## config.mk

```make
export PLATFORM = sky130hd
export DESIGN_NAME = simd_mul_top
export DESIGN_NICKNAME = d
export VERILOG_FILES = /design/src/hdl/mul_types_pkg.sv /design/src/hdl/mul_cfg_pkg.sv /design/src/hdl/mul_if.sv /design/src/hdl/simd_mul_top.sv /design/src/hdl/mul_result_stage.sv /design/src/hdl/vedic_mul32.sv /design/src/hdl/vedic_mul16.sv /design/src/hdl/mul_operand_stage.sv
export SDC_FILE = /design/constraint.sdc
export NUM_CORES = 2
export LEC_CHECK = 0
export ABC_AREA = 1
export BUFFER_PORTS_ARGS = -buffer_cell sky130_fd_sc_hd__buf_4
export CORE_ASPECT_RATIO = 1.2
export CORE_MARGIN = 2
export CORE_UTILIZATION = 30
export DETAILED_ROUTE_END_ITERATION = 10
export PLACE_DENSITY = 0.48
export RECOVER_POWER = 50
export SETUP_SLACK_MARGIN = 0.3
export SLEW_MARGIN = 20
export SYNTH_ARGS = -nofsm -noshare
export SYNTH_HDL_FRONTEND = slang
export SYNTH_SLANG_ARGS = --single-unit
```

## constraint.sdc

```tcl
create_clock -name CLK -period 9.8 [get_ports CLK]
set_input_delay 0.98 -clock CLK [delete_from_list [all_inputs] [get_ports CLK]]
set_output_delay 0.98 -clock CLK [all_outputs]
set_load 0.1 [all_outputs]
```

## src/hdl/mul_types_pkg.sv

```systemverilog
// ============================================================
// types of the SIMD multiplier
// mode opcode and per-lane operand sign flags
// ============================================================

package mul_types_pkg;

    // operation mode of one request
    typedef enum logic {
        MODE_FULL32 = 1'b0,  // one 32x32 product, 64 bits
        MODE_QUAD16 = 1'b1   // four independent 16x16 products
    } mul_mode_e;

    // how the two operands of one lane are treated
    // a_signed is bit 1 and b_signed bit 0, so two request bits map directly
    typedef struct packed {
        logic a_signed;  // multiplicand is two's complement
        logic b_signed;  // multiplier is two's complement
    } lane_sign_t;

endpackage : mul_types_pkg

```

## src/hdl/mul_cfg_pkg.sv

```systemverilog
// ============================================================
// sizes and timing of the SIMD multiplier
// lane count, operand and product widths, lane latency
// ============================================================

package mul_cfg_pkg;

    // ============================================================
    // datapath widths
    // ============================================================
    localparam int LANES       = 4;   // 16x16 lanes in the multiplier
    localparam int LANE_W      = 16;  // lane operand width
    localparam int WORD_W      = 32;  // full mode operand width
    localparam int LANE_PROD_W = 32;  // lane product width

    // ============================================================
    // timing
    // ============================================================
    // register stages inside one lane multiplier
    localparam int MUL16_LAT   = 2;

endpackage : mul_cfg_pkg
```

## src/hdl/mul_if.sv

```systemverilog
// ============================================================
// lane_if  steered operands into the lane multipliers
// prod_if  lane products and full product to the output side
// ============================================================
`timescale 1ns/1ps

interface lane_if;
    import mul_cfg_pkg::*;
    import mul_types_pkg::*;

    logic                           valid;
    mul_mode_e                      mode;
    logic [LANES-1:0][LANE_W-1:0]   lane_a;
    logic [LANES-1:0][LANE_W-1:0]   lane_b;
    lane_sign_t [LANES-1:0]         lane_sign;
    lane_sign_t                     full_sign;  // signs of the whole 32-bit pair
    logic                           ready;      // pipeline advance

    modport src (output valid, mode, lane_a, lane_b, lane_sign, full_sign, input ready);
    modport dst (input valid, mode, lane_a, lane_b, lane_sign, full_sign, output ready);
endinterface : lane_if

interface prod_if;
    import mul_cfg_pkg::*;
    import mul_types_pkg::*;

    logic                               valid;
    mul_mode_e                          mode;
    logic [LANES-1:0][LANE_PROD_W-1:0]  lane_prod;
    logic [2*WORD_W-1:0]                full64;  // recombined full mode product
    logic                               ready;

    modport src (output valid, mode, lane_prod, full64, input ready);
    modport dst (input valid, mode, lane_prod, full64, output ready);
endinterface : prod_if

```

## src/hdl/simd_mul_top.sv

```systemverilog
// ============================================================
// SIMD integer multiplier top level
// operand stage, lane multipliers and result register
// ============================================================
`timescale 1ns/1ps

module simd_mul_top (
    input  logic                                            CLK,
    input  logic                                            arst_n,
    input  logic                                            in_valid,
    output logic                                            in_ready,
    input  mul_types_pkg::mul_mode_e                        in_mode,
    input  logic [mul_cfg_pkg::WORD_W-1:0]                  in_a,
    input  logic [mul_cfg_pkg::WORD_W-1:0]                  in_b,
    input  logic [mul_cfg_pkg::WORD_W-1:0]                  in_c,
    input  logic [mul_cfg_pkg::WORD_W-1:0]                  in_d,
    input  logic [2*mul_cfg_pkg::LANES-1:0]                 in_sign,
    output logic                                            out_valid,
    input  logic                                            out_ready,
    output logic [mul_cfg_pkg::LANES*mul_cfg_pkg::LANE_PROD_W-1:0] out_product
);

    lane_if lane_bus ();
    prod_if prod_bus ();

    mul_operand_stage u_operand (
        .CLK      (CLK),
        .arst_n   (arst_n),
        .in_valid (in_valid),
        .in_ready (in_ready),
        .in_mode  (in_mode),
        .in_a     (in_a),
        .in_b     (in_b),
        .in_c     (in_c),
        .in_d     (in_d),
        .in_sign  (in_sign),
        .lanes    (lane_bus.src)
    );

    vedic_mul32 u_mul32 (
        .CLK    (CLK),
        .arst_n (arst_n),
        .lanes  (lane_bus.dst),
        .prods  (prod_bus.src)
    );

    mul_result_stage u_result (
        .CLK         (CLK),
        .arst_n      (arst_n),
        .prods       (prod_bus.dst),
        .out_valid   (out_valid),
        .out_ready   (out_ready),
        .out_product (out_product)
    );

endmodule : simd_mul_top

```

## src/hdl/mul_result_stage.sv

```systemverilog
// ============================================================
// output side: result register with valid/ready, and the
// pipeline advance for all stages before it
// ============================================================
`timescale 1ns/1ps

module mul_result_stage (
    input  logic                                            CLK,
    input  logic                                            arst_n,
    prod_if.dst                                             prods,
    output logic                                            out_valid,
    input  logic                                            out_ready,
    output logic [mul_cfg_pkg::LANES*mul_cfg_pkg::LANE_PROD_W-1:0] out_product
);
    import mul_cfg_pkg::*;
    import mul_types_pkg::*;

    logic advance;

    // register empty or being emptied this cycle
    assign advance     = !out_valid || out_ready;
    assign prods.ready = advance;

    always_ff @(posedge CLK or negedge arst_n) begin
        if (!arst_n) begin
            out_valid <= 1'b0;
        end else if (advance) begin
            out_valid <= prods.valid;
        end
    end

    // product only loads with a real item
    always_ff @(posedge CLK) begin
        if (advance && prods.valid) begin
            if (prods.mode == MODE_FULL32) begin
                out_product <= {{(LANES*LANE_PROD_W-2*WORD_W){1'b0}}, prods.full64};
            end else begin
                out_product <= prods.lane_prod;  // lane k at 32k+31:32k
            end
        end
    end

endmodule : mul_result_stage

```

## src/hdl/vedic_mul32.sv

```systemverilog
// ============================================================
// processing part: four 16x16 lanes, shadow pipeline for
// valid, mode and full mode signs, 64-bit recombination
// ============================================================
`timescale 1ns/1ps

module vedic_mul32 (
    input  logic CLK,
    input  logic arst_n,
    lane_if.dst  lanes,
    prod_if.src  prods
);
    import mul_cfg_pkg::*;
    import mul_types_pkg::*;

    logic [LANES-1:0][LANE_PROD_W-1:0] lane_prod;
    logic [MUL16_LAT-1:0]              valid_q;
    mul_mode_e                         mode_q  [MUL16_LAT];
    lane_sign_t                        fsign_q [MUL16_LAT];
    logic [2*WORD_W-1:0]               term0, term1, term2, term3;
    logic                              ext1, ext2;

    assign lanes.ready = prods.ready;  // advance travels backwards

    for (genvar i = 0; i < LANES; i++) begin : g_lane
        vedic_mul16 u_mul16 (
            .CLK     (CLK),
            .arst_n  (arst_n),
            .en      (prods.ready),
            .a       (lanes.lane_a[i]),
            .b       (lanes.lane_b[i]),
            .sign    (lanes.lane_sign[i]),
            .product (lane_prod[i])
        );
    end

    // ============================================================
    // shadow pipeline, as deep as the lanes
    // ============================================================
    always_ff @(posedge CLK or negedge arst_n) begin
        if (!arst_n) begin
            valid_q <= '0;
            for (int k = 0; k < MUL16_LAT; k++) begin
                mode_q[k]  <= MODE_FULL32;
                fsign_q[k] <= '0;
            end
        end else if (prods.ready) begin
            valid_q    <= {valid_q[MUL16_LAT-2:0], lanes.valid};
            mode_q[0]  <= lanes.mode;
            fsign_q[0] <= lanes.full_sign;
            for (int k = 1; k < MUL16_LAT; k++) begin
                mode_q[k]  <= mode_q[k-1];
                fsign_q[k] <= fsign_q[k-1];
            end
        end
    end

    // lane 1 was aH x bL, lane 2 aL x bH
    assign ext1  = fsign_q[MUL16_LAT-1].a_signed & lane_prod[1][LANE_PROD_W-1];
    assign ext2  = fsign_q[MUL16_LAT-1].b_signed & lane_prod[2][LANE_PROD_W-1];
    assign term0 = {lane_prod[0], {WORD_W{1'b0}}};
    assign term1 = {{LANE_W{ext1}}, lane_prod[1], {LANE_W{1'b0}}};
    assign term2 = {{LANE_W{ext2}}, lane_prod[2], {LANE_W{1'b0}}};
    assign term3 = {{WORD_W{1'b0}}, lane_prod[3]};  // low lane never signed

    assign prods.valid     = valid_q[MUL16_LAT-1];
    assign prods.mode      = mode_q[MUL16_LAT-1];
    assign prods.lane_prod = lane_prod;
    assign prods.full64    = term0 + term1 + term2 + term3;

endmodule : vedic_mul32

```

## src/hdl/vedic_mul16.sv

```systemverilog
// ============================================================
// 16x16 lane multiplier, vedic vertical and crosswise form
// per-operand signedness, two register stages
// ============================================================
`timescale 1ns/1ps

module vedic_mul16 (
    input  logic                                CLK,
    input  logic                                arst_n,
    input  logic                                en,
    input  logic [mul_cfg_pkg::LANE_W-1:0]      a,
    input  logic [mul_cfg_pkg::LANE_W-1:0]      b,
    input  mul_types_pkg::lane_sign_t           sign,
    output logic [mul_cfg_pkg::LANE_PROD_W-1:0] product
);
    import mul_cfg_pkg::*;

    logic                     a_neg, b_neg;
    logic [LANE_W-1:0]        a_mag, b_mag;
    logic [LANE_W/2-1:0]      a_hi, a_lo, b_hi, b_lo;
    logic [LANE_W-1:0]        pp_hh, pp_hl, pp_lh, pp_ll;  // 8x8 partials
    logic                     neg_q;
    logic [LANE_PROD_W-1:0]   sum;

    // magnitudes, -32768 still fits as unsigned 16 bits
    assign a_neg = sign.a_signed & a[LANE_W-1];
    assign b_neg = sign.b_signed & b[LANE_W-1];
    assign a_mag = a_neg ? -a : a;
    assign b_mag = b_neg ? -b : b;

    assign a_hi = a_mag[LANE_W-1:LANE_W/2];
    assign a_lo = a_mag[LANE_W/2-1:0];
    assign b_hi = b_mag[LANE_W-1:LANE_W/2];
    assign b_lo = b_mag[LANE_W/2-1:0];

    // ============================================================
    // stage 1: vertical and crosswise partial products
    // ============================================================
    always_ff @(posedge CLK or negedge arst_n) begin
        if (!arst_n) begin
            pp_hh <= '0;
            pp_hl <= '0;
            pp_lh <= '0;
            pp_ll <= '0;
            neg_q <= 1'b0;
        end else if (en) begin
            pp_hh <= a_hi * b_hi;  // vertical, high
            pp_hl <= a_hi * b_lo;  // crosswise
            pp_lh <= a_lo * b_hi;  // crosswise
            pp_ll <= a_lo * b_lo;  // vertical, low
            neg_q <= a_neg ^ b_neg;
        end
    end

    // the crosswise terms share one weight
    assign sum = (LANE_PROD_W'(pp_hh) << LANE_W)
               + (LANE_PROD_W'(pp_hl) << (LANE_W/2))
               + (LANE_PROD_W'(pp_lh) << (LANE_W/2))
               + LANE_PROD_W'(pp_ll);

    // ============================================================
    // stage 2: sum and sign
    // ============================================================
    always_ff @(posedge CLK or negedge arst_n) begin
        if (!arst_n) begin
            product <= '0;
        end else if (en) begin
            product <= neg_q ? -sum : sum;
        end
    end

endmodule : vedic_mul16

```

## src/hdl/mul_operand_stage.sv

```systemverilog
// ============================================================
// input side of the multiplier
// accepts a request and registers it steered into four
// lane operand pairs with their sign flags
// ============================================================
`timescale 1ns/1ps

module mul_operand_stage (
    input  logic                               CLK,
    input  logic                               arst_n,
    input  logic                               in_valid,
    output logic                               in_ready,
    input  mul_types_pkg::mul_mode_e           in_mode,
    input  logic [mul_cfg_pkg::WORD_W-1:0]     in_a,
    input  logic [mul_cfg_pkg::WORD_W-1:0]     in_b,
    input  logic [mul_cfg_pkg::WORD_W-1:0]     in_c,
    input  logic [mul_cfg_pkg::WORD_W-1:0]     in_d,
    input  logic [2*mul_cfg_pkg::LANES-1:0]    in_sign,
    lane_if.src                                lanes
);
    import mul_cfg_pkg::*;
    import mul_types_pkg::*;

    logic [LANES-1:0][WORD_W-1:0]  words;      // quad mode input words
    logic [LANES-1:0][LANE_W-1:0]  steer_a;
    logic [LANES-1:0][LANE_W-1:0]  steer_b;
    lane_sign_t [LANES-1:0]        steer_sign;
    lane_sign_t                    full_sign;

    assign in_ready  = lanes.ready;
    assign words     = {in_d, in_c, in_b, in_a};
    assign full_sign = in_sign[1:0];  // full mode uses the lane 0 flag pair

    // ============================================================
    // operand steering
    // ============================================================
    always_comb begin
        if (in_mode == MODE_FULL32) begin
            steer_a[0]    = in_a[WORD_W-1:LANE_W];  // aH x bH
            steer_b[0]    = in_b[WORD_W-1:LANE_W];
            steer_sign[0] = full_sign;
            steer_a[1]    = in_a[WORD_W-1:LANE_W];  // aH x bL
            steer_b[1]    = in_b[LANE_W-1:0];
            steer_sign[1] = {full_sign.a_signed, 1'b0};
            steer_a[2]    = in_a[LANE_W-1:0];       // aL x bH
            steer_b[2]    = in_b[WORD_W-1:LANE_W];
            steer_sign[2] = {1'b0, full_sign.b_signed};
            steer_a[3]    = in_a[LANE_W-1:0];       // aL x bL, always unsigned
            steer_b[3]    = in_b[LANE_W-1:0];
            steer_sign[3] = 2'b00;
        end else begin
            // each lane: upper half times lower half of its own word
            for (int k = 0; k < LANES; k++) begin
                steer_a[k]    = words[k][WORD_W-1:LANE_W];
                steer_b[k]    = words[k][LANE_W-1:0];
                steer_sign[k] = in_sign[2*k +: 2];
            end
        end
    end

    // ============================================================
    // stage register
    // ============================================================
    always_ff @(posedge CLK or negedge arst_n) begin
        if (!arst_n) begin
            lanes.valid <= 1'b0;
            lanes.mode  <= MODE_FULL32;
        end else if (lanes.ready) begin
            lanes.valid <= in_valid;  // bubble when nothing is offered
            lanes.mode  <= in_mode;
        end
    end

    always_ff @(posedge CLK) begin
        if (lanes.ready && in_valid) begin
            lanes.lane_a    <= steer_a;
            lanes.lane_b    <= steer_b;
            lanes.lane_sign <= steer_sign;
            lanes.full_sign <= full_sign;
        end
    end

endmodule : mul_operand_stage

```

==> out/results.ini <==
[status]
status=finished, violations left
failed_checks=max-capacitance violations, max-slew violations

[global_routing]
grt_pass1_vias=62660
grt_max_degree=186
grt_use_total=0.2030
grt-busiest-layer=met2
gr-usage-met2=0.3269
overflow=0
use_met3=0.02081
grt_pass1_wl_um=389800
antenna_found_initial=13
grtUsageMet1=0.2874

[yosys]
yosysUniqueCellTypes=62
syn-num-nets=11140
yosys-top-cells-area=fa_1 (19%), dfrtp_1 (14%), nand2_1 (13%)
synth_top_flop_cell=dfrtp_1
yosys_warnings=0
synth_edf_count=264
synth_top_area_frac=0.1883
synth_area_per_cell_um2=7.659
ys_ff_latch=663
synthCells=9605
yosys.area.top_type=fa_1
synth_commonest_cells=nand2_1 (2466), inv_1 (1689), nor2_1 (1125)
seq_area_frac_synth=0.2435
synth_area_um2=73570
async_flop_share=0.6018
yosysMostFrequentCell=nand2_1

[sta]
timing.final.hold_violations=0
skew_ns=0.02359
worstMarginPinSlew_ns=6.705
finalMaxSlewViolations=811
fin_tns_setup_ns=0
setup_violations=0
finalCritPeriodShare=0.7992
finalHoldWorstSlack_ns=0.4623
fmax_mhz=127.7
rsz0062_at_grt=false
slew_headroom=-3.470
layout_min_cycle_time_ns=7.832

[hold_path]
min-delay-start=u_mul32.valid_q[1]$_DFFE_PN0N_
min_path_cells=2
hold_path.class=reg2reg
min_to=u_result.out_valid$_DFFE_PN0N_

[cells_and_area]
syn2layout_area_growth_pct=10.78
finish.instance_area_um2=81490
final_layout_size_suffix_gt1_frac=0.05921
stdcell_count=13070
fillers=26310
fin_nets=11310

[floorplan]
die_area_um2=249200
fp.dieH_um=546.5
rows=199
die_w_um=456.1
coreArea_um2=244500
initial_utilization=0.3009
io_pins=271

[route]
ant_nets=0
via_per_inst=4.780
drtIter0Drc=4112
drc_errors=0
wl_um=255100
dr.pass1.iters=5
wl_per_cell_um=19.52
vias=62470

[clocking]
htree_levels=3
cts_tree=yes
clk_path_buf_depth=3
cts_made_buffers=86
clkSinkCount=663
clkTransAtPathRegs_ns=0.06
worstSkewPairLatency_ns=0.73
root_buffer=clkbuf_16
hold_buffers=0
post_cts_resized=0
post-cts-setup-buffers=0

[placement]
port_buffers=270
dp.cells=12900
routabilityCongestion=0.9286
hpwl_um=209900
place_area_um2=79090

[setup_path]
worstSetupStartpointType=flip-flop
arrival_ns=8.10
end_kind=flip-flop
r2r-start=u_result.out_valid$_DFFE_PN0N_
reg2reg_to=u_operand.lanes.lane_b[48]$_DFFE_PP_
path_class=reg2reg
rr_worst_depth=7
r2r_slack_ns=1.97
critPathMaxFanout=180
required_ns=10.07

[flow_run]
max-cap-violations=13

[state kept, by name (all words and copies together) (netlist names)]
name	count
u_mul32.prods.mode	1
u_mul32.valid_q	2
u_operand.lanes.lane_sign	6
u_mul32.fsign_q	4
u_operand.lanes.full_sign	2
u_mul32.mode_q	1
u_mul32.g_lane.u_mul16.pp_hh	64
u_mul32.g_lane.u_mul16.pp_hl	64
u_result.out_valid	1
u_result.out_product	128
u_mul32.g_lane.u_mul16.product	128
u_operand.lanes.mode	1
u_mul32.g_lane.u_mul16.pp_ll	64
u_operand.lanes.lane_b	64
u_operand.lanes.lane_a	64
u_mul32.g_lane.u_mul16.neg_q	4
u_mul32.g_lane.u_mul16.pp_lh	64
u_operand.lanes.valid	1
[cell type report]
| class | instances | area, µm² | area share |
|---|---|---|---|
| diodes | 5 | 12.51 | 0.0001535 |
| clock buffers | 102 | 2272 | 0.02788 |
| clock inverters | 59 | 780.7 | 0.009580 |
| inverters | 1739 | 6530 | 0.08013 |
| multi-input cells | 6967 | 48160 | 0.5910 |
| flip-flops and latches | 663 | 17920 | 0.2198 |
| well taps | 3216 | 4024 | 0.04938 |
| repair buffers | 317 | 1799 | 0.02208 |
[critical path, cell delays in order, from the launching register on]
cell and delay [ns]:
dfrtp_1 0.34, inv_1 0.05, nor2_1 0.17, buf_12 0.51
clkinvlp_2 2.71, nand2_1 1.31, clkinvlp_2 1.31, buf_12 0.60
[kinds of logic after synthesis]
kind of cell / Yosys count / synth area share
AND/OR/NAND/NOR: 4361 / 0.2463
buffers and inverters: 1975 / 0.1025
adder cells (fa/ha/maj): 1390 / 0.3070
AO/OA/AOI/OAI: 990 / 0.07286
flip-flops: 663 / 0.2435
XOR/XNOR: 226 / 0.02777
[layer usage]
layer	part of all wire	vias up
li1	-	30210
met1	0.47	30390
met2	0.45	1597
met3	0.045	263
met4	0.029	10
met5	0.00027	-
[metrics by stage]
stage | utilization | worst slack [ns]
4_1_cts | 0.3359 | 2.674
2_1_floorplan | - | 2.114
5_1_grt | 0.3333 | 1.279
3_5_place_dp | 0.3235 | 2.701
3_3_place_gp | 0.3235 | 2.831
6_report | 0.3333 | 1.968
[how the worst max path moves through the flow]
stage	cells after the start	to	start
finish	7	u_operand.lanes.lane_b[48]$_DFFE_PP_	u_result.out_valid$_DFFE_PN0N_
global route	7	u_operand.lanes.lane_a[50]$_DFFE_PP_	u_result.out_valid$_DFFE_PN0N_
CTS	28	u_mul32.g_lane[2].u_mul16.pp_hl[14]$_DFFE_PN0N_	u_operand.lanes.lane_a[32]$_DFFE_PP_
detailed placement	28	u_mul32.g_lane[2].u_mul16.pp_hl[14]$_DFFE_PN0N_	u_operand.lanes.lane_a[32]$_DFFE_PP_
global placement	34	u_mul32.g_lane[3].u_mul16.pp_hh[14]$_DFFE_PN0N_	u_operand.lanes.lane_b[48]$_DFFE_PP_
floorplan	6	u_result.out_product[0]$_DFFE_PP_	out_ready
[layout by cell type, fill, tap and decap left out, types with 30 or more instances in the layout]
| master | count |
|---|---|
| or2_2 | 89 |
| edfxtp_1 | 264 |
| nand3_1 | 362 |
| clkbuf_1 | 178 |
| xor2_1 | 154 |
| dfrtp_1 | 398 |
| nand4_1 | 60 |
| nand2_2 | 44 |
| xnor2_1 | 60 |
| o21ai_0 | 480 |
| nand3b_1 | 33 |
| fa_1 | 692 |
| buf_4 | 139 |
| clkbuf_16 | 86 |
| nor2_1 | 1125 |
| inv_1 | 1687 |
| nand2_1 | 2466 |
| nor3_1 | 50 |
| a21oi_1 | 317 |
| ha_1 | 698 |
| inv_2 | 34 |
| nor2_2 | 30 |
| a31oi_1 | 35 |
Power is left out: the tool's default activity adds up to more than one toggle a clock period on the data nets, which glitch-free logic cannot reach.
